--- src/rtl/wb_pkg.sv ---
package wb_pkg;

  // Core side data, instructions and byte addresses
  typedef logic [31:0] word_t;
  typedef logic [31:0] addr_t;

  // Bus word address and byte-lane selects
  typedef logic [29:0] wb_adr_t;
  typedef logic [3:0]  wb_sel_t;

  // Access size code from the core
  typedef logic [1:0]  size_t;

  // Size codes, the spare code 3 is handled as a byte
  localparam size_t SIZE_BYTE = 2'd0;
  localparam size_t SIZE_HALF = 2'd1;
  localparam size_t SIZE_WORD = 2'd2;

  // Memory map, a single RAM at RAM_BASE
  localparam int      RAM_WORDS     = 256;
  localparam int      RAM_IDX_W     = $clog2(RAM_WORDS);
  localparam addr_t   RAM_BASE      = 32'h0000_0000;
  localparam wb_adr_t RAM_BASE_WORD = RAM_BASE[31:2];

  // Master to slave side of a classic cycle
  typedef struct packed {
    logic    cyc;
    logic    stb;
    logic    we;
    wb_adr_t adr;
    wb_sel_t sel;
    word_t   dat;
  } wb_req_t;

  // Slave to master side, ack and err are mutually exclusive
  typedef struct packed {
    logic  ack;
    logic  err;
    word_t dat;
  } wb_rsp_t;

  // Shared by both bus masters
  typedef enum logic {
    BUS_IDLE,
    BUS_WAIT
  } master_state_t;

  // Current bus owner
  typedef enum logic {
    GRANT_LSU,
    GRANT_FETCH
  } grant_t;

endpackage

--- src/rtl/wb_addr_decoder.sv ---
`timescale 1ns/1ps

module wb_addr_decoder (
  input  logic             clk_i,
  input  logic             arst_n_i,
  input  wb_pkg::wb_req_t  bus_req_i,
  output wb_pkg::wb_rsp_t  bus_rsp_o,
  output wb_pkg::wb_req_t  ram_req_o,
  input  wb_pkg::wb_rsp_t  ram_rsp_i
);
  import wb_pkg::*;

  // Word offset from the RAM base, wraps high below the base
  wb_adr_t rel_adr;
  logic    in_range;
  logic    err_q;

  assign rel_adr  = bus_req_i.adr - RAM_BASE_WORD;
  assign in_range = (rel_adr < wb_adr_t'(RAM_WORDS));

  // RAM only sees cycles that fall inside its window
  always_comb begin
    ram_req_o     = bus_req_i;
    ram_req_o.cyc = bus_req_i.cyc && in_range;
    ram_req_o.stb = bus_req_i.stb && in_range;
  end

  // Own error response for unmapped cycles, one cycle wide
  always_ff @(posedge clk_i or negedge arst_n_i) begin
    if (!arst_n_i) begin
      err_q <= 1'b0;
    end else begin
      err_q <= bus_req_i.stb && !in_range && !err_q;
    end
  end

  // Merge RAM response with the local error
  assign bus_rsp_o.ack = ram_rsp_i.ack;
  assign bus_rsp_o.err = err_q;
  assign bus_rsp_o.dat = ram_rsp_i.dat;

endmodule

--- config.mk ---
export PLATFORM = sky130hd
export DESIGN_NAME = wb_addr_decoder
export DESIGN_NICKNAME = d
export VERILOG_FILES = /design/src/rtl/wb_pkg.sv /design/src/rtl/wb_addr_decoder.sv
export SDC_FILE = /design/constraint.sdc
export NUM_CORES = 1
export LEC_CHECK = 0
export BUFFER_PORTS_ARGS = -buffer_cell sky130_fd_sc_hd__buf_2
export CAP_MARGIN = 20
export CORE_AREA = 2 2 81 83
export DETAILED_ROUTE_END_ITERATION = 7
export DIE_AREA = 0 0 83 85
export HOLD_SLACK_MARGIN = 0.06
export PLACE_DENSITY = 0.55
export SLEW_MARGIN = 30
export SYNTH_ARGS = -nofsm -noshare
export SYNTH_HDL_FRONTEND = slang
export SYNTH_SLANG_ARGS = --single-unit
--- constraint.sdc ---
create_clock -name clk_i -period 1.7 [get_ports clk_i]
set_clock_uncertainty 0.05 [all_clocks]
set_input_delay 0.17 -clock clk_i [delete_from_list [all_inputs] [get_ports clk_i]]
set_output_delay 0.17 -clock clk_i [all_outputs]
set_load 0.1 [all_outputs]
* Word level (Yosys, flattened, before mapping)
Cells that the tools add are included.
W data, S select, Z words.
** Storage, ports and cells
- Flip-flop bits (word level) :: 1
- Input bits :: 105
- Output and inout port bits :: 103
- Word-level logic and storage cells :: 8
** Cells by class
- $lt $le $gt $ge :: 1
- Reduce and logical (&&, ||, !) cells :: 6
** Operators by type and width (number)
- $lt A30 B9 Y1 const B :: 1
- $logic_and A1 B1 Y1 :: 4
- $logic_not A1 Y1 :: 2

* Depth between registers and ports, before layout
- Word-level depth :: 4
- Depth in mapped cells :: 3

* Least setup slack after synthesis
No wires, ideal clock.
- Path kind :: input port to output port
- Start :: in bus_req_i[65] (netlist name)
- End :: out ram_req_o[67] (netlist name)
- Data arrival time :: 1.770 ns
- Data required time :: 1.480 ns
- Slack :: -0.290 ns
- Stages on the path :: 3
- Buffers on the path :: 0
- Cells stage by stage :: or4_4 nor4_2 and3_1
** RTL lines
- from (decl) :: RTL line wb_addr_decoder.sv:6 : input wb_pkg::wb_req_t bus_req_i,
- to (decl) :: RTL line wb_addr_decoder.sv:8 : output wb_pkg::wb_req_t ram_req_o,

==> summary.txt <==
First-pass GRT wire length: 2.14 mm
WL/cell: 10.4 um
Slew margin rel.: 67.4%
Synth-to-layout area growth: -34.8%
Flops & latches, synth: 1
Die area: 0.00706 mm2
Layout Nets: 174
Worst Hold Class: in2out
I/O Buffers: 50
Max Fclk: 0.577 GHz
Outcome: complete, but fails checks
Final Util: 9.07%
Share of the synthesized area in the top cell type: 87.8%
First-pass iteration count of the detailed router: 4
Core box area: 0.00620 mm2
Die height: 85 um
Max Cap Viol: 0
Gpl congestion: 0.647
Share of cells above drive strength 1: 88.1%
Worst slew pin tran: 492 ps
Most flop-heavy register: err_q
Sequential area share after synthesis: 2.90%
Initial Utilization: 13.9%
I/O pin cnt: 208
Later-pin clock latency in the skew report: 0 ps
Yosys warning count: 0
Largest net degree at the start of global routing: 4
Synthesized cell area: 863 um2
Required @ worst endpoint: 1480 ps
Vias/cell: 2.92
Critical Path Sink Type: output port
DRC: 0
Site Rows: 29
Slew Limit Fails: 0
Final critical-path required period: 1730 ps
Area contributors post-synth: buf_4 88%, dfrtp_1 2.9%, and3_1 2.2%
Initial antenna violation count: 0
Synth area leader: buf_4
Gate Count Post-Synth: 113
Distinct cells, synth: 9
Final worst-path cycle share: 102%
Grt ovf: 0
Number of flip-flops under the largest register name: 1
Setup violations, final: 2
Biggest regs: err_q x1
Post-Syn Nets: 218
Static leakage: 0.279 nW
Mean Syn Cell Area: 7.64 um2
Max IR drop VDD: 0.158 mV
Worst setup path class: in2out
GRT Util Overall: 3.64%
Pwr Total: 0.320 mW
PD cells: 568 mW/mm2
Die Wd: 83 um
Number of global-route vias before repair: 416
First DRT Iteration DRCs: 7
Unrepaired setup endpoints after global routing: yes
Failing checks: negative setup slack
DP Worst Slack: -96.1 ps
WL final: 1.49 mm
Final hold vios: 0
Post-route ant nets: 0
Worst EP arrival: 1510 ps
Startpoint types: input pin
Critical Path Fanout Max: 3
Vias: 421
Ant. Diodes: 0
Final worst slack: -32.6 ps
-- cell type report --
| cell class | instances | area [um2] |
|---|---|---|
| Fill cell | 718 | 5640 |
| Multi-Input combinational cell | 11 | 103 |
| Sequential cell | 1 | 25.0 |
| Tap cell | 77 | 96.3 |
| Timing Repair Buffer | 55 | 339 |
-- worst max-delay path, cell delays in order --
cell,delay [ps]
buf_6,90
or4_4,540
nor4_4,210
buf_4,160
and3_4,180
buf_12,170
-- repair_timing --
action	4_1_cts	5_1_grt
endpoints found under the setup margin	2	2
hold buffers	1	0
pin swaps	4	2
resized for setup	5	2
endpoints found under the hold margin	1	0
buffers inserted	2	1
-- worst paths after layout --
check	startpoint	endpoint	slack (ps)	depth (start not counted)
hold / removal	ram_rsp_i[0]	bus_rsp_o[0]	290	0
max in group asynchronous	arst_n_i	err_q	1070	2
setup / recovery	bus_req_i[56]	ram_req_o[68]	-30	6
min in group asynchronous	arst_n_i	err_q	440	2
hold reg to reg	err_q	err_q	440	2
setup reg to reg	err_q	err_q	990	2
-- cells in the final DEF (no fill, tap or decap), drive strengths merged --
cell type | netlist | routed
dlygate4sd3 | 0 | 1
nor4 | 4 | 4
dfrtp | 1 | 1
nand2b | 1 | 1
or4 | 2 | 2
buf | 101 | 54
a21oi | 1 | 1
and3 | 3 | 3
-- logic make-up after synthesis --
logic type	count (synthesis)	synth area share [%]
AO/OA/AOI/OAI	1	0.579
AND/OR/NAND/NOR	10	8.70
flip-flops	1	2.90
buffers and inverters	101	87.8
-- stage by stage --
step	cell area, um2	hold WS (ps)	instances	setup TNS [ps]
after floorplan	866	-176	113	-15.3
after global placement	492	-104	140	-169
after detailed placement	492	-103	140	-191
after CTS	543	291	143	-97.8
after global routing	563	290	144	-194
final	563	290	144	-63.3
-- report_power, final --
part	internal, mW	switching [mW]	leakage [nW]	total [mW]
clock network	0	0	0	0
logic	0.0504	0.243	0.266	0.294
registers	0.0258	0.000555	0.0125	0.0264
-- synth_stat cells --
cell	instances
nor4_2	1
and3_1	3
dfrtp_1	1
a21oi_1	1
nor4_1	3
buf_4	101
or4_1	1
or4_4	1
nand2b_1	1
-- routing by layer --
metal  wire, um  global-route usage (%)  part of all wire [%]  vias up
li1           -                       -                     -      163
met2        626                    4.84                    42       61
met3        301                    2.53                    20       30
met4        203                    5.66                    14        0
met5          0                       0                     0        -
met1        360                    2.86                    24      167
(Power assumes the default switching activity.)
