==> src/rtl/wb_pkg.sv <==
package wb_pkg;

  // Core side data, instructions and byte addresses
  typedef logic [31:0] word_t;
  typedef logic [31:0] addr_t;

  // Bus word address and byte-lane selects
  typedef logic [29:0] wb_adr_t;
  typedef logic [3:0]  wb_sel_t;

  // Access size code from the core
  typedef logic [1:0]  size_t;

  // Size codes, the spare code 3 is handled as a byte
  localparam size_t SIZE_BYTE = 2'd0;
  localparam size_t SIZE_HALF = 2'd1;
  localparam size_t SIZE_WORD = 2'd2;

  // Memory map, a single RAM at RAM_BASE
  localparam int      RAM_WORDS     = 256;
  localparam int      RAM_IDX_W     = $clog2(RAM_WORDS);
  localparam addr_t   RAM_BASE      = 32'h0000_0000;
  localparam wb_adr_t RAM_BASE_WORD = RAM_BASE[31:2];

  // Master to slave side of a classic cycle
  typedef struct packed {
    logic    cyc;
    logic    stb;
    logic    we;
    wb_adr_t adr;
    wb_sel_t sel;
    word_t   dat;
  } wb_req_t;

  // Slave to master side, ack and err are mutually exclusive
  typedef struct packed {
    logic  ack;
    logic  err;
    word_t dat;
  } wb_rsp_t;

  // Shared by both bus masters
  typedef enum logic {
    BUS_IDLE,
    BUS_WAIT
  } master_state_t;

  // Current bus owner
  typedef enum logic {
    GRANT_LSU,
    GRANT_FETCH
  } grant_t;

endpackage

==> src/rtl/wb_arbiter.sv <==
`timescale 1ns/1ps

module wb_arbiter (
  input  logic             clk_i,
  input  logic             arst_n_i,
  input  wb_pkg::wb_req_t  lsu_req_i,
  input  wb_pkg::wb_req_t  fetch_req_i,
  output wb_pkg::wb_rsp_t  lsu_rsp_o,
  output wb_pkg::wb_rsp_t  fetch_rsp_o,
  output wb_pkg::wb_req_t  bus_req_o,
  input  wb_pkg::wb_rsp_t  bus_rsp_i
);
  import wb_pkg::*;

  grant_t grant_q;
  // cyc of whichever master holds the grant
  logic   owner_cyc;

  assign owner_cyc = (grant_q == GRANT_LSU) ? lsu_req_i.cyc : fetch_req_i.cyc;

  // Grant only moves while the owner is off the bus
  // Load/store wins a tie, otherwise the grant stays parked
  always_ff @(posedge clk_i or negedge arst_n_i) begin
    if (!arst_n_i) begin
      grant_q <= GRANT_LSU;
    end else if (!owner_cyc) begin
      if (lsu_req_i.cyc) begin
        grant_q <= GRANT_LSU;
      end else if (fetch_req_i.cyc) begin
        grant_q <= GRANT_FETCH;
      end
    end
  end

  // Request mux and response steering
  always_comb begin
    lsu_rsp_o   = '0;
    fetch_rsp_o = '0;
    if (grant_q == GRANT_LSU) begin
      bus_req_o = lsu_req_i;
      lsu_rsp_o = bus_rsp_i;
    end else begin
      bus_req_o   = fetch_req_i;
      fetch_rsp_o = bus_rsp_i;
    end
  end

endmodule

==> config.mk <==
export PLATFORM = sky130hd
export DESIGN_NAME = wb_arbiter
export DESIGN_NICKNAME = d
export VERILOG_FILES = /design/src/rtl/wb_pkg.sv /design/src/rtl/wb_arbiter.sv
export SDC_FILE = /design/constraint.sdc
export NUM_CORES = 1
export LEC_CHECK = 0
export ABC_AREA = 1
export BUFFER_PORTS_ARGS = -buffer_cell sky130_fd_sc_hd__buf_2
export CORE_AREA = 2 2 120 122
export DETAILED_ROUTE_END_ITERATION = 10
export DIE_AREA = 0 0 122 124
export PLACE_DENSITY = 0.48
export REMOVE_ABC_BUFFERS = 1
export SETUP_SLACK_MARGIN = 0.2
export SLEW_MARGIN = 10
export SYNTH_ARGS = -nofsm -noshare
export SYNTH_HDL_FRONTEND = slang
export SYNTH_SLANG_ARGS = --single-unit
==> constraint.sdc <==
create_clock -name clk_i -period 1.25 [get_ports clk_i]
set_input_delay 0.1875 -clock clk_i [delete_from_list [all_inputs] [get_ports clk_i]]
set_output_delay 0.1875 -clock clk_i [all_outputs]
set_load 0.005 [all_outputs]
; ---- Word level (Yosys, flattened, before mapping)
; Cells that the tools add are included.
; W data, S select, Z words.
[classes]
n_mul = 0
n_bitwise = 1
shifts = 0
n_eq_ne = 0
add_sub_neg = 0
magnitude_cmp = 0
muxes = 6
div = 0
n_reduce_logical = 2
[op_table]
columns = operator, n
row1 = $mux W69, 1
row2 = $mux W34, 2
row3 = $mux W1, 3
row4 = $reduce_and A2 Y1, 1
row5 = $reduce_bool A2 Y1, 1
row6 = $not A1 Y1, 1
[word_totals]
mem_bits_ro = 0
latch_bits = 0
register_bits = 1
mem_count = 0
out_inout_bits = 137
ramBits = 0

; ---- Depth between registers and ports, before layout
[logic_depth]
ltp_word = 3
ltp_mapped = 6
depth_no_buf = 3

; ---- Least setup slack after synthesis
; OpenSTA, ideal clock, no wires.
[synth_path]
kind = register -> output
startpoint = register grant_q
endpoint = output port bus_req_o[58] in the netlist's numbering
arrival_ns = 0.887
path_slack_ns = 0.176
path_stages_with_launch = 7
required_time_ns = 1.062
path_cell_list = dfrtp_1 > buf_6 > inv_2 > buf_6 > buf_6 > nand2_1 > nand2_1
[synth_lines]
columns = element, line
row1 = from (decl), wb_arbiter.sv:15  ; grant_t grant_q;
row2 = from (signal assigned), wb_arbiter.sv:25  ; grant_q <= GRANT_LSU;
row3 = from (signal assigned), wb_arbiter.sv:28  ; grant_q <= GRANT_LSU;
row4 = from (signal assigned), wb_arbiter.sv:30  ; grant_q <= GRANT_FETCH;
row5 = to (decl), wb_arbiter.sv:10  ; output wb_pkg::wb_req_t bus_req_o,

==> qor.yml <==
status: "finished, violations left"
failed_checks: "setup timing"
io_pins: 311
internal-power_uw: 1250
synth_cell_types: 10
max_slew.worst_pin.slew_ns: 0.245
wire_per_inst_um: 10.6
drive_above_1_share: 0.515
fp.dieH_um: 124
largest_reg_flops: 1
drt_iter0_drc: 70
synth_seq_cells: 1
worst_slack_ns: -0.0293
setup_viol: 17
syn_inst: 372
powerDensity_nw_per_um2: 735
diodes: 0
rows: 43
place.gp.congestion: 0.750
total_leakage_power_uw: 0.00265
cp.arrival_ns: 1.09
switchingPower_uw: 1280
timing.max_cap.violations: 0
coreArea_sq_um: 13700
irDropWorstVdd_uv: 237
p_comb_frac: 0.974
finClkSkew_ns: 0
cts.clk_slew.worst_paths_ns: 0
met2_length_um: 4640
grt_pass1_wl_um: 11800
largest_registers: "grant_q (1)"
ant_nets: 0
yosys_warnings: 0
place_hpwl_um: 7350
antenna_found_initial: 0
crit_type: "reg -> out"
vias: 3074
final_area_sq_um: 3440
worstSkewPairLatency_ns: 0
clock_power_share: 0
dieArea_sq_um: 15100
areaGrowthSynthToFinish_pct: 122
place_area_sq_um: 3260
required_ns: 1.06
power_frac_seq: 0.026
period_share: 1.02
multi_input_area_sq_um: 1110
slew_headroom: 0.837
period_minus_slack_ns: 1.28
swShare: 0.505
post-place-ws_ns: -0.0374
avgSynthCellArea_sq_um: 4.16
drv_slew: 0
synth_area_sq_um: 1550
first_pass_iters: 4
hold_viol_final: 0
routed.top_layer: "met3"
fillers: 1612
grt_max_degree: 58
fp.dieW_um: 122
globalRoute.totalOverflow: 0
startpoint_type: "register"
regMostFlops: "grant_q"
regArea_sq_um: 28.8
grt_use_total: 0.0947
drcViolationCount: 0
finalWirelength_um: 9040
path_max_fanout: 27
ys_seq_area_frac: 0.0162
nets: 848
rsz0062_at_grt: "true"
fmax_mhz: 782
io_buffers: 310
route.met3.wl_um: 905
met1_length_um: 3500
start_util: 0.113
grt_pass1_vias: 2581
vias_per_cell: 3.61
critPathCaptureType: "primary output"
min_path_type: "in -> reg"
[synth_stat cells]
master   number  area [sq um]
nand2_1     240           901
inv_1        69           259
nor2_1       34           128
buf_6        15           169
buf_2         8          40.0
o21ai_0       2          10.0
buf_4         1          7.51
dfrtp_1       1          25.0
inv_2         1          3.75
nand3_1       1          5.00
[layout make-up]
cell class,count,area share
flip-flops and latches,1,0.00837
well taps,180,0.0655
multi-input cells,277,0.322
inverters,70,0.0786
repair buffers,324,0.526
[metal layers]
layer | GRT usage | vias to the layer above
li1 | - | 1628
met5 | 0 | -
met3 | 0.0101 | 0
met4 | 0.00144 | 0
met2 | 0.200 | 186
met1 | 0.105 | 1260
[critical path, stage by stage (launching register included)]
cell and delay [ns]:
dfrtp_4 0.51, buf_12 0.17, buf_12 0.15, nand2_1 0.06, nand2_1 0.06, buf_2 0.12
[through the flow]
step / power (uW) / setup TNS, ns / utilization / hold slack [ns] / instances
after CTS: 2470 / -0.503 / 0.246 / 0.454 / 850
after detailed placement: 2320 / -0.242 / 0.238 / -0.0369 / 846
final: 2530 / -0.115 / 0.251 / 0.453 / 852
after global routing: 2840 / -3.73 / 0.251 / 0.484 / 852
after floorplan: 1050 / -278.22 / - / -0.108 / 348
after global placement: 2330 / -0.145 / 0.238 / -0.0355 / 846
[power by group through the flow]
stage / Sequential [uW] / Clock [uW] / Combinational, uW
floorplan: 201 / 0 / 845
global placement: 56.3 / 0 / 2280
detailed placement: 56.7 / 0 / 2260
CTS: 64.4 / 0 / 2410
global route: 65.1 / 0 / 2770
finish: 64.5 / 0 / 2460
[timing repair]
action	in CTS	in global routing
resized for setup	20	8
hold endpoints to repair	1	0
hold buffers	1	0
pin swaps	1	0
endpoints found under the setup margin	138	138
gates cloned	1	2
buffers inserted	2	0
[cells by family (layout without fill, tap and decap cells)]
kind of cell	after synthesis	in the layout	synth area share
AND/OR/NAND/NOR	275	275	0.668
AO/OA/AOI/OAI	2	2	0.00647
flip-flops	1	1	0.0162
buffers and inverters	94	394	0.310
[worst paths after layout]
kind / startpoint / end / slack (ns) / cells after the start
hold / removal: fetch_req_i[68] / grant_q / 0.45 / 3
max in group asynchronous: arst_n_i / grant_q / 0.64 / 2
setup / recovery: grant_q / bus_req_o[45] / -0.03 / 5
hold reg to reg: grant_q / grant_q / 0.87 / 4
min in group asynchronous: arst_n_i / grant_q / 0.51 / 2
setup reg to reg: grant_q / grant_q / 0.15 / 4
[placed cells by master, fill, tap and decap left out]
cell,instances
nor2_1,28
inv_1,69
buf_12,6
dfrtp_4,1
nand3_1,1
clkbuf_16,2
buf_4,3
dlygate4sd3_1,1
buf_2,310
nand2_4,2
nor2_2,6
o21ai_0,2
nand2_2,13
buf_16,2
nand2_1,225
inv_8,1
Note: power is estimated with default switching activity, not from simulation.
