===== config.mk =====
export PLATFORM = sky130hd
export DESIGN_NAME = wb_fetch_master
export DESIGN_NICKNAME = d
export VERILOG_FILES = /design/src/rtl/wb_pkg.sv /design/src/rtl/wb_fetch_master.sv
export SDC_FILE = /design/constraint.sdc
export NUM_CORES = 1
export LEC_CHECK = 0
export ABC_AREA = 1
export ABC_CLOCK_PERIOD_IN_PS = 2900
export BUFFER_PORTS_ARGS = -buffer_cell sky130_fd_sc_hd__buf_2
export CAP_MARGIN = 5
export CORE_UTILIZATION = 42
export CTS_BUF_LIST = sky130_fd_sc_hd__clkbuf_4 sky130_fd_sc_hd__clkbuf_8 sky130_fd_sc_hd__clkbuf_16
export CTS_CLUSTER_SIZE = 8
export DETAILED_ROUTE_END_ITERATION = 6
export PLACE_DENSITY = 0.95
export SLEW_MARGIN = 10
export SYNTH_ARGS = -nofsm -noshare
export SYNTH_HDL_FRONTEND = slang
export SYNTH_SLANG_ARGS = --single-unit

===== constraint.sdc =====
create_clock -name clk_i -period 2.9 [get_ports clk_i]
set_input_delay 0.58 -clock clk_i [delete_from_list [all_inputs] [get_ports clk_i]]
set_output_delay 0.58 -clock clk_i [all_outputs]
set_load 0.03 [all_outputs]

===== src/rtl/wb_pkg.sv =====
package wb_pkg;

  // Core side data, instructions and byte addresses
  typedef logic [31:0] word_t;
  typedef logic [31:0] addr_t;

  // Bus word address and byte-lane selects
  typedef logic [29:0] wb_adr_t;
  typedef logic [3:0]  wb_sel_t;

  // Access size code from the core
  typedef logic [1:0]  size_t;

  // Size codes, the spare code 3 is handled as a byte
  localparam size_t SIZE_BYTE = 2'd0;
  localparam size_t SIZE_HALF = 2'd1;
  localparam size_t SIZE_WORD = 2'd2;

  // Memory map, a single RAM at RAM_BASE
  localparam int      RAM_WORDS     = 256;
  localparam int      RAM_IDX_W     = $clog2(RAM_WORDS);
  localparam addr_t   RAM_BASE      = 32'h0000_0000;
  localparam wb_adr_t RAM_BASE_WORD = RAM_BASE[31:2];

  // Master to slave side of a classic cycle
  typedef struct packed {
    logic    cyc;
    logic    stb;
    logic    we;
    wb_adr_t adr;
    wb_sel_t sel;
    word_t   dat;
  } wb_req_t;

  // Slave to master side, ack and err are mutually exclusive
  typedef struct packed {
    logic  ack;
    logic  err;
    word_t dat;
  } wb_rsp_t;

  // Shared by both bus masters
  typedef enum logic {
    BUS_IDLE,
    BUS_WAIT
  } master_state_t;

  // Current bus owner
  typedef enum logic {
    GRANT_LSU,
    GRANT_FETCH
  } grant_t;

endpackage


===== src/rtl/wb_fetch_master.sv =====
`timescale 1ns/1ps

module wb_fetch_master (
  input  logic             clk_i,
  input  logic             arst_n_i,
  input  logic             clear_i,
  input  logic             fetch_req_i,
  input  wb_pkg::addr_t    fetch_pc_i,
  output wb_pkg::word_t    fetch_instr_o,
  output logic             fetch_valid_o,
  output logic             fetch_err_o,
  output logic             fetch_busy_o,
  output wb_pkg::wb_req_t  bus_req_o,
  input  wb_pkg::wb_rsp_t  bus_rsp_i
);
  import wb_pkg::*;

  master_state_t state_q;
  logic          valid_q;
  logic          err_q;
  logic          accept;
  logic          done;

  wb_adr_t adr_q;
  word_t   instr_q;

  assign accept = fetch_req_i && (state_q == BUS_IDLE);
  // Cycle ends on either response
  assign done   = (state_q == BUS_WAIT) && (bus_rsp_i.ack || bus_rsp_i.err);

  always_ff @(posedge clk_i or negedge arst_n_i) begin
    if (!arst_n_i) begin
      state_q <= BUS_IDLE;
      valid_q <= 1'b0;
      err_q   <= 1'b0;
    end else begin
      // Status outputs are single-cycle pulses
      valid_q <= 1'b0;
      err_q   <= 1'b0;
      if (clear_i) begin
        state_q <= BUS_IDLE;
      end else if (accept) begin
        state_q <= BUS_WAIT;
      end else if (done) begin
        state_q <= BUS_IDLE;
        valid_q <= bus_rsp_i.ack;
        err_q   <= bus_rsp_i.err;
      end
    end
  end

  always_ff @(posedge clk_i) begin
    if (accept) begin
      adr_q <= fetch_pc_i[31:2];
    end
    if ((state_q == BUS_WAIT) && bus_rsp_i.ack) begin
      instr_q <= bus_rsp_i.dat;
    end
  end

  // Read-only master, always a full word
  assign bus_req_o.cyc = (state_q == BUS_WAIT);
  assign bus_req_o.stb = (state_q == BUS_WAIT);
  assign bus_req_o.we  = 1'b0;
  assign bus_req_o.adr = adr_q;
  assign bus_req_o.sel = 4'b1111;
  assign bus_req_o.dat = '0;

  assign fetch_instr_o = instr_q;
  assign fetch_valid_o = valid_q;
  assign fetch_err_o   = err_q;
  assign fetch_busy_o  = (state_q == BUS_WAIT);

endmodule


# Word-level counts from Yosys, hierarchy flattened

Index checks and enable logic that the tools add are counted.

Add/subtract/negate cells: 0
$mul: 0
Div/mod/pow operators: 0
Magnitude comparators: 0
Equal/unequal tests: 0
Shifts and indexed selects: 0
Multiplexer cells: 9
Bitwise gates (word level): 1
Reductions and logical operators: 5

Operator list:

| kind              | count |
|---|---|
| $mux 1            | 9 |
| $logic_and 1x1->1 | 3 |
| $reduce_bool 3->1 | 1 |
| $logic_or 1x1->1  | 1 |
| $not 1->1         | 1 |

Bits in registers: 65
Bits in latches: 0
Memory bits (writable): 0
Memory bits (read-only): 0
Input bits: 70
Logic and storage cells: 20
Memories: 0

# Logic depth before layout (Yosys ltp)

Gate-level depths: netlist (run 1).

Word-level depth: 5
Mapped depth: 4
Gate-level depth less buffers: 4

# Worst setup path after synthesis (run 1)

No wires, ideal clock.

Kind: register to register
Start: reg state_q (netlist: fetch_busy_o)
End: reg adr_q[0] (enable)
Setup time: 0.394 ns
Arrival time: 1.420 ns
Data required time: 2.506 ns
Setup slack: 1.086 ns
Cell stages (with the launch flop): 2
Period minus slack after synthesis: 1.814 ns
Cell sequence: dfrtp_1 -> nor2_2

Longest elaborated chain between the ends: 2

Ends and longest elaborated chain:

| item                   | line                  | source |
|---|---|---|
| start, declared        | wb_fetch_master.sv:18 | `master_state_t state_q;` |
| start signal, assigned | wb_fetch_master.sv:33 | `state_q <= BUS_IDLE;` |
| start signal, assigned | wb_fetch_master.sv:41 | `state_q <= BUS_IDLE;` |
| start signal, assigned | wb_fetch_master.sv:43 | `state_q <= BUS_WAIT;` |
| $not 1->1              | wb_fetch_master.sv:27 | `assign accept = fetch_req_i && (state_q == BUS_IDLE);` |
| $logic_and 1x1->1      | wb_fetch_master.sv:27 |  |
| net accept             | wb_fetch_master.sv:21 | `logic accept;` |
| end signal, assigned   | wb_fetch_master.sv:54 | `adr_q <= fetch_pc_i[31:2];` |
| end, declared          | wb_fetch_master.sv:24 | `wb_adr_t adr_q;` |

The timed path passes the listed nets, and every way through them passes these cells.
A chain may end at the register's enable or synchronous reset.

# Worst setup path after layout (run 1)

Start: reg state_q (netlist: fetch_busy_o)
End: out bus_req_o[68] (netlist name)

RTL lines:

| item          | line                  | source |
|---|---|---|
| end, declared | wb_fetch_master.sv:13 | `output wb_pkg::wb_req_t bus_req_o,` |

No word-level cell between the ends.

==> flow_metrics.env, run 1 <==
export IMPL_grt_first_pass_wirelength_mm=5.28
export IMPL_met2_length_mm=2.34
export IMPL_critPathTopFamily="flip-flops"
export IMPL_r2r_slack_ns=1.57
export IMPL_cap_viol_max_count=0
export IMPL_fin_area_mm2=0.00314
export IMPL_p_per_area_mw_per_mm2=713
export IMPL_drt_wl_total_mm=4.28
export IMPL_dpl_cell_area_mm2=0.00290
export IMPL_initial_core_util_pct=44.3
export IMPL_cp_startpoint="fetch_busy_o$_DFFE_PN0P_"
export IMPL_startpoint_type="register"
export IMPL_fillCellCount=392
export IMPL_die_height_um=75.9
export IMPL_hold_class="primary input to asynchronous set/reset pin"
export IMPL_rows=26
export IMPL_ctsRootBufferMaster="clkbuf_8"
export IMPL_dr_pass1_iters=4
export IMPL_status="completed"
export IMPL_leakagePower_nw=1.45
export IMPL_cp_cell_sequence="buf_2"
export IMPL_grt_start_max_net_pins=33
export IMPL_wl_met1_mm=1.35
export IMPL_core_area_mm2=0.00517
export IMPL_worstReg2RegStart="fetch_busy_o$_DFFE_PN0P_"
export IMPL_intPower_mw=1.72
export IMPL_irDropWorstVdd_v=0.000345
export IMPL_crit_buf_inv=1
export IMPL_cp_required_ns=2.32
export IMPL_cts_sinks=65
export IMPL_yosysTopAreaCell="edfxtp_1"
export IMPL_yosysTopAreaCellShare_pct=81.3
export IMPL_vias=1372
export IMPL_cp_max_fo=7
export IMPL_clkSlewWorstSetupHoldPaths_ns=0.06
export IMPL_swShare_pct=23.2
export IMPL_maxClockFrequency_mhz=624
export IMPL_synthesis_area_mm2=0.00229
export IMPL_routed_via_density=4.07
export IMPL_p_comb_share_pct=11.6
export IMPL_cp_data_arrival_time_ns=1.02
export IMPL_post_synth_cell_area_avg_um2=19.3
export IMPL_ios=174
export IMPL_r2r_end="fetch_instr_o[30]$_DFFE_PP_"
export IMPL_slowest_delay_ns=0.46
export IMPL_top_layer="met4"
export IMPL_globalRouteOverflowTotal=0
export IMPL_utilization_pct=60.7
export IMPL_cts_setup_buffers=0
export IMPL_postSynthCellCount=119
export IMPL_skew_ns=0.00467
export IMPL_setup_viol=0
export IMPL_gp_congestion=0.672
export IMPL_first_global_vias=1118
export IMPL_ys_types=9
export IMPL_routedWlPerCell_um=12.7
export IMPL_ys_ff_latch=65
export IMPL_critPathCapture="bus_req_o[68]"
export IMPL_finalHoldViolations=0
export IMPL_fp_dieW_um=75.9
export IMPL_crit_path_end_kind="primary output"
export IMPL_finalWorstSetupSlack_ns=1.30
export IMPL_tns_ns=0
export IMPL_reg2regPathDepth=3
export IMPL_min_period_over_period_pct=55.2
export IMPL_cts_buffers=9
export IMPL_seqPwrFrac_pct=48.7
export IMPL_finalMaxSlewViolations=0
export IMPL_place_ws_ns=1.41
export IMPL_antenna_found_initial=0
export IMPL_ant_nets=0
export IMPL_htreeDepth=3
export IMPL_yosysSeqAreaShare_pct=84.5
export IMPL_area_growth_pct=37.1
export IMPL_period_needed_ns=1.60
export IMPL_fin_nets=332
export IMPL_cts_hold_buffers=0
export IMPL_dr_wl_met3_um=433
export IMPL_cp_depth=1
export IMPL_drc=0
export IMPL_ys_warn_count=0
export IMPL_cts_tree="yes"
export IMPL_crit_slowest_cell="dfrtp_1"
export IMPL_diodes=0
export IMPL_layout_cells_most_common_list="buf_2 (134), edfxtp_1 (62), conb_1 (37), clkbuf_8 (9), inv_1 (5)"
export IMPL_track_usage_pct=13.5
export IMPL_power_switching_mw=0.520
export IMPL_drive_above_1_share_pct=56.9
export IMPL_clk_latency_ns=0.32
export IMPL_ctsResizeCount=0
export IMPL_die_area_mm2=0.00575
export IMPL_synthTopCellsByArea="edfxtp_1 (81%), buf_4 (13%), dfrtp_1 (3.3%)"
export IMPL_final_common_cell="buf_2"
export IMPL_dp_hpwl_mm=3.28
export IMPL_clkPwrFrac_pct=39.7
export IMPL_grt_setup_unrepaired="false"
export IMPL_port_buffers=134
export IMPL_cts_max_path_buffers=2
export IMPL_dr_first_iter_drc_count=59
export IMPL_crit_type="register to primary output"
## area by class of cell
cell class                      count  area [µm²]  share of cell area [%]
Tap cell                           70        87.6                    2.79
Inverter                            5        18.8                   0.598
Clock inverter                      6         106                    3.39
Timing Repair Buffer              136         686                    21.8
Sequential cell                    65        1940                    61.7
Clock buffer                       10         131                    4.18
Multi-Input combinational cell     45         174                    5.54
## flip-flops by register name (all words and copies together) (netlist names)
| register | count |
|---|---|
| fetch_instr_o | 32 |
| adr_q | 30 |
| fetch_busy_o | 1 |
| fetch_err_o | 1 |
| fetch_valid_o | 1 |
## power groups by stage
stage	Clock [mW]	Combinational (mW)	Sequential, mW
floorplan	0	0.125	1.20
global placement	0	0.253	1.11
detailed placement	0	0.260	1.11
CTS	0.908	0.260	1.09
global route	0.942	0.277	1.09
finish	0.888	0.259	1.09
## through the flow
stage,instances,power [mW],hold slack (ns)
final,337,2.24,0.0435
after global routing,337,2.31,0.0242
after CTS,337,2.26,0.0286
after detailed placement,321,1.37,0.376
after global placement,321,1.36,0.374
after floorplan,154,1.32,0.284
## worst min path at each step
stage	slack [ns]	depth (start not counted)	end
detailed placement	0.38	1	fetch_err_o$_DFF_PN0_
global placement	0.37	1	fetch_valid_o$_DFF_PN0_
floorplan	0.28	0	fetch_busy_o$_DFFE_PN0P_
global route	0.02	1	fetch_valid_o$_DFF_PN0_
CTS	0.03	1	fetch_err_o$_DFF_PN0_
finish	0.04	1	fetch_valid_o$_DFF_PN0_
## routing by layer
metal / vias up / track usage (%)
met4: 0 / 10.7
met3: 13 / 4.76
met5: - / 0
li1: 627 / -
met2: 98 / 24.8
met1: 634 / 11.6
## logic make-up after synthesis
kind of cell	Yosys count	share of synthesized area [%]
flip-flops	65	84.5
other	2	0.328
buffers and inverters	44	13.6
AND/OR/NAND/NOR	8	1.53
## cells in the mapped netlist
library cell,number
edfxtp_1,62
buf_4,39
inv_1,5
nand2_1,4
dfrtp_1,3
conb_1,2
nor2_1,2
nand4_1,1
nor2_2,1
No activity file was read; power rests on OpenSTA's default activity.
==> inputs of run 2 (changes only) <==
ABC_AREA = 0   (was 1)
ABC_CLOCK_PERIOD_IN_PS = 1300   (was 2900)
CORE_UTILIZATION = 36   (was 42)
PLACE_DENSITY = 0.87   (was 0.95)
clock period = 1.3 ns   (was 2.9 ns; I/O delays follow)
==> run 2 against run 1 <==
Effect of this change:
- sequential share of layout area down 0.083 points
- clock power up 63%
- critical path type is now register to register
- wire length up 13%
- combinational power up 130%
- non-clock buffer count up 3
- via count down 2.8%
- sequential cell count unchanged
- sequential power up 120%
- global-route usage up 0.66 points
==> flow_metrics.env, run 2 <==
export IMPL_core_area_mm2=0.00603
export IMPL_synthTopCellsByCount="edfxtp_1 (62), buf_4 (39), dfrtp_1 (3), and3b_1 (2), conb_1 (2)"
export IMPL_grt_start_max_net_pins=33
export IMPL_port_buffers=134
export IMPL_period_needed_ns=1.25
export IMPL_drt_wl_total_mm=4.85
export IMPL_layout_cells_most_common_list="buf_2 (131), edfxtp_1 (62), conb_1 (37), clkbuf_8 (9), clkbuf_4 (3)"
export IMPL_first_global_vias=1270
export IMPL_cts_max_path_buffers=2
export IMPL_dr_pass1_iters=4
export IMPL_finalWorstSetupSlack_ns=0.0536
export IMPL_ios=174
export IMPL_hold_class="primary input to register"
export IMPL_gp_congestion=0.712
export IMPL_ys_types=9
export IMPL_yosysTopAreaCell="edfxtp_1"
export IMPL_ys_ff_latch=65
export IMPL_cts_sinks=65
export IMPL_crit_type="register to register"
export IMPL_p_comb_share_pct=13.4
export IMPL_placed_cells=319
export IMPL_die_height_um=81.8
export IMPL_instances_no_fill=338
export IMPL_routedWlPerCell_um=14.3
export IMPL_post_synth_cell_area_avg_um2=20.5
export IMPL_p_per_area_mw_per_mm2=1420
export IMPL_cp_required_ns=1.33
export IMPL_cap_viol_max_count=0
export IMPL_finalHoldViolations=0
export IMPL_dr_first_iter_drc_count=39
export IMPL_min_period_over_period_pct=95.9
export IMPL_drc=0
export IMPL_fin_nets=328
export IMPL_synthTopCellsByArea="edfxtp_1 (81%), buf_4 (13%), dfrtp_1 (3.3%)"
export IMPL_leakagePower_nw=1.43
export IMPL_track_usage_pct=14.1
export IMPL_diodes=0
export IMPL_cts_buffers=9
export IMPL_async_reset_ff_share_pct=4.62
export IMPL_vias=1333
export IMPL_skew_ns=0.00726
export IMPL_synthesis_area_mm2=0.00229
export IMPL_irDropWorstVdd_v=0.000631
export IMPL_final_common_cell="buf_2"
export IMPL_clkSlewWorstSetupHoldPaths_ns=0.07
export IMPL_seqPwrFrac_pct=54.2
export IMPL_place_ws_ns=0.156
export IMPL_utilization_pct=52.2
export IMPL_htreeDepth=3
export IMPL_synthFlopType="edfxtp_1"
export IMPL_ctsRootBufferMaster="clkbuf_8"
export IMPL_clkPwrFrac_pct=32.4
export IMPL_setup_viol=0
export IMPL_startpoint_type="register"
export IMPL_cp_data_arrival_time_ns=1.27
export IMPL_largest_reg_flops=32
export IMPL_crit_path_end_kind="register"
export IMPL_finalMaxSlewViolations=0
export IMPL_postSynthCellCount=112
export IMPL_power_switching_mw=1.22
export IMPL_yosysTopAreaCellShare_pct=81.3
export IMPL_routed_via_density=3.94
export IMPL_grt_first_pass_wirelength_mm=6.33
export IMPL_status="completed"
export IMPL_tns_ns=0
export IMPL_drive_above_1_share_pct=59.7
export IMPL_area_growth_pct=37.4
export IMPL_synth_edf_count=62
export IMPL_globalRouteOverflowTotal=0
export IMPL_fp_dieW_um=81.8
export IMPL_cp_max_fo=30
export IMPL_dpl_cell_area_mm2=0.00294
export IMPL_maxClockFrequency_mhz=802
export IMPL_synth_most_common_cell="edfxtp_1"
export IMPL_antenna_found_initial=0
export IMPL_yosysSeqAreaShare_pct=84.5
export IMPL_dp_hpwl_mm=3.67
export IMPL_intPower_mw=3.25
export IMPL_fin_area_mm2=0.00315
export IMPL_rows=28
export IMPL_initial_core_util_pct=38.0
export IMPL_ys_warn_count=0
export IMPL_grt_setup_unrepaired="false"
export IMPL_die_area_mm2=0.00669
export IMPL_cts_tree="yes"
export IMPL_ant_nets=0
export IMPL_swShare_pct=27.4
export IMPL_clk_latency_ns=0.33
==> run 2: cell count changes after synthesis, sizes merged <==
cell   delta
nor2      -3
nor3b     +1
nand2     -4
nand4     -1
and3b     +2
and2      +1
o21ba     +1
nor2b     +1
inv       -5
==> run 2: kinds of logic (layout without fill, tap and decap cells) <==
| logic type | Yosys count | count (layout) | synth area share (%) |
|---|---|---|---|
| compound gates | 1 | 1 | 0.437 |
| flops | 65 | 65 | 84.5 |
| other cells | 2 | 37 | 0.328 |
| buf+inv | 39 | 155 | 12.8 |
| simple gates | 5 | 5 | 1.91 |
==> run 2: critical path: stages (launching register included) <==
cell	delay, ns
dfrtp_2	0.44
buf_4	0.16
nor2b_4	0.13
buf_12	0.21
==> run 2: area by class of cell <==
class / instances / area [µm²]
fill: 515 / 2880
sequential: 65 / 1940
tap: 75 / 93.8
clock buffer: 9 / 124
multi-input combinational: 43 / 201
timing repair buffer: 139 / 743
clock inverter: 7 / 46.3
==> run 2: metrics by stage <==
step                power (mW)  hold slack [ns]
detailed placement        3.06           0.0589
floorplan                 2.93          -0.0356
CTS                       4.52           0.0819
finish                    4.47            0.103
global route              4.63           0.0756
global placement          3.04           0.0567
==> run 2: layer usage <==
layer | up-vias | part of all wire (%) | track usage (%)
li1 | 622 | - | -
met5 | - | 0 | 0
met3 | 13 | 7.5 | 4.67
met1 | 617 | 36 | 14.3
met2 | 81 | 53 | 23.8
met4 | 0 | 3.2 | 11.1
==> run 2: what timing repair did <==
action / in CTS / in global routing
endpoints found under the setup margin: 0 / 3
setup buffers: 0 / 2
hold buffers: 1 / 0
gates resized for setup: 0 / 3
endpoints found under the hold margin: 3 / 0
==> run 2: final timing paths <==
kind	from	end	slack (ns)	depth (start not counted)
min in group asynchronous	arst_n_i	fetch_err_o$_DFF_PN0_	0.26	2
min reg2reg	fetch_busy_o$_DFFE_PN0P_	fetch_valid_o$_DFF_PN0_	0.73	2
max reg2reg	fetch_busy_o$_DFFE_PN0P_	adr_q[23]$_DFFE_PP_	0.05	3
max	fetch_busy_o$_DFFE_PN0P_	adr_q[23]$_DFFE_PP_	0.05	3
min	fetch_pc_i[3]	adr_q[1]$_DFFE_PP_	0.10	1
max in group asynchronous	arst_n_i	fetch_busy_o$_DFFE_PN0P_	0.92	2
==> run 2: power groups by stage <==
stage	Clock (mW)	Sequential, mW	Combinational, mW
3_3_place_gp	0	2.47	0.575
6_report	1.45	2.42	0.601
3_5_place_dp	0	2.47	0.589
4_1_cts	1.50	2.43	0.592
5_1_grt	1.57	2.43	0.636
2_1_floorplan	0	2.66	0.279
==> inputs of run 3 (changes only) <==
==> constraint.sdc (replaced) <==
create_clock -name clk_i -period 1.3 [get_ports clk_i]
set_input_delay 0.195 -clock clk_i [delete_from_list [all_inputs] [get_ports clk_i]]
set_output_delay 0.195 -clock clk_i [all_outputs]
set_load 0.03 [all_outputs]
==> run 3 against run 2 <==
Effect of this change:
- die area is the same
- wire length increased by 1.6%
- clock skew about the same
- non-clock buffer count fell by 2
- sequential power about the same
- via count is 2.1% higher
- sequential cell count is the same
- register-to-register slack gained 0.096 ns
- cell count decreased by 0.59%
- critical path depth fell by 2
- combinational power down 2%
==> flow_metrics.env, run 3 (same netlist as run 2, synthesis figures left out) <==
export IMPL_status="completed"
export IMPL_port_buffers=134
export IMPL_drive_above_1_share_pct=59.0
export IMPL_initial_core_util_pct=38.0
export IMPL_htreeDepth=3
export IMPL_ctsResizeCount=0
export IMPL_fin_nets=326
export IMPL_clk_latency_ns=0.33
export IMPL_grt_start_max_net_pins=33
export IMPL_cp_cell_sequence="buf_2"
export IMPL_placed_cells=319
export IMPL_diodes=0
export IMPL_die_height_um=81.8
export IMPL_drc=0
export IMPL_finalHoldViolations=0
export IMPL_place_ws_ns=0.161
export IMPL_routedWlPerCell_um=14.7
export IMPL_fin_area_mm2=0.00319
export IMPL_track_usage_pct=14.7
export IMPL_cts_buffers=9
export IMPL_cts_hold_buffers=1
export IMPL_dr_first_iter_drc_count=47
export IMPL_cts_sinks=65
export IMPL_gp_congestion=0.718
export IMPL_antenna_found_initial=0
export IMPL_clkSlewWorstSetupHoldPaths_ns=0.07
export IMPL_routed_via_density=4.05
export IMPL_cts_max_path_buffers=2
export IMPL_swShare_pct=23.5
export IMPL_area_growth_pct=39.3
export IMPL_seqPwrFrac_pct=48.4
export IMPL_cts_tree="yes"
export IMPL_hold_ws_ns=0.0339
export IMPL_cp_data_arrival_time_ns=1.00
export IMPL_first_global_vias=1298
export IMPL_globalRouteOverflowTotal=0
export IMPL_rows=28
export IMPL_ios=174
export IMPL_power_switching_mw=1.18
export IMPL_crit_slowest_cell="dfrtp_2"
export IMPL_dp_hpwl_mm=3.78
export IMPL_critPathTopFamily="flip-flops"
export IMPL_dr_pass1_iters=4
export IMPL_min_period_over_period_pct=91.6
export IMPL_grt_first_pass_wirelength_mm=6.55
export IMPL_dpl_cell_area_mm2=0.00294
export IMPL_largest_reg_flops=32
export IMPL_drt_wl_total_mm=4.93
export IMPL_ant_nets=0
export IMPL_p_comb_share_pct=11.7
export IMPL_setup_viol=0
export IMPL_hold_class="primary input to register"
export IMPL_irDropWorstVdd_v=0.000853
export IMPL_cp_max_fo=8
export IMPL_finalMaxSlewViolations=0
export IMPL_crit_buf_inv=1
export IMPL_instances_no_fill=336
export IMPL_finalWorstSetupSlack_ns=0.109
export IMPL_maxClockFrequency_mhz=840
export IMPL_layout_cells_most_common_list="buf_2 (134), edfxtp_1 (62), conb_1 (37), clkbuf_8 (9), bufinv_16 (3)"
export IMPL_vias=1361
export IMPL_ctsRootBufferMaster="clkbuf_8"
export IMPL_clkPwrFrac_pct=39.9
export IMPL_crit_type="register to primary output"
export IMPL_slowest_delay_ns=0.44
export IMPL_p_per_area_mw_per_mm2=1570
export IMPL_period_needed_ns=1.19
export IMPL_fp_dieW_um=81.8
export IMPL_fillCellCount=520
export IMPL_cap_viol_max_count=0
export IMPL_crit_path_end_kind="primary output"
export IMPL_final_common_cell="buf_2"
export IMPL_finalPower_mw=5.02
export IMPL_core_area_mm2=0.00603
export IMPL_skew_ns=0.00678
export IMPL_leakagePower_nw=1.45
export IMPL_cp_required_ns=1.11
export IMPL_grt_setup_unrepaired="false"
export IMPL_startpoint_type="register"
export IMPL_cts_setup_buffers=0
export IMPL_die_area_mm2=0.00669
export IMPL_intPower_mw=3.84
==> run 3: routing by layer <==
metal  vias up  wire length (µm)  global-route usage, %
li1        618                 -                      -
met1       653              1740                   14.6
met2        82              2690                   25.1
met3         8               411                   6.00
met4         0                85                   9.65
met5         -                 0                      0
==> run 3: final cells by class <==
| class | count | area, µm² | share of cell area, % |
|---|---|---|---|
| clock buffers | 10 | 131 | 4.12 |
| clock inverters | 6 | 106 | 3.33 |
| multi-input cells | 43 | 201 | 6.31 |
| flip-flops and latches | 65 | 1940 | 60.7 |
| well taps | 75 | 93.8 | 2.94 |
| repair buffers | 137 | 721 | 22.6 |
==> run 3: final timing paths <==
| path | from | to | slack [ns] | cells past startpoint |
|---|---|---|---|---|
| max in group asynchronous | arst_n_i | fetch_busy_o$_DFFE_PN0P_ | 0.98 | 2 |
| setup / recovery | fetch_busy_o$_DFFE_PN0P_ | bus_req_o[68] | 0.11 | 1 |
| hold reg to reg | fetch_busy_o$_DFFE_PN0P_ | fetch_err_o$_DFF_PN0_ | 0.66 | 1 |
| min in group asynchronous | arst_n_i | fetch_valid_o$_DFF_PN0_ | 0.19 | 2 |
| setup reg to reg | fetch_busy_o$_DFFE_PN0P_ | adr_q[23]$_DFFE_PP_ | 0.15 | 2 |
| hold / removal | fetch_pc_i[9] | adr_q[7]$_DFFE_PP_ | 0.03 | 1 |
==> run 3: power groups by stage <==
| stage | Sequential [mW] | Clock [mW] | Combinational, mW |
|---|---|---|---|
| 3_3_place_gp | 2.47 | 0 | 0.575 |
| 6_report | 2.43 | 2.01 | 0.589 |
| 3_5_place_dp | 2.47 | 0 | 0.589 |
| 4_1_cts | 2.43 | 2.08 | 0.592 |
| 2_1_floorplan | 2.66 | 0 | 0.279 |
| 5_1_grt | 2.44 | 2.15 | 0.626 |
==> run 3: through the flow <==
| step | TNS (ns) | util [%] |
|---|---|---|
| floorplan | -3.46 | - |
| global placement | 0 | 48.9 |
| detailed placement | 0 | 48.9 |
| CTS | 0 | 53.0 |
| global route | 0 | 53.0 |
| finish | 0 | 53.0 |
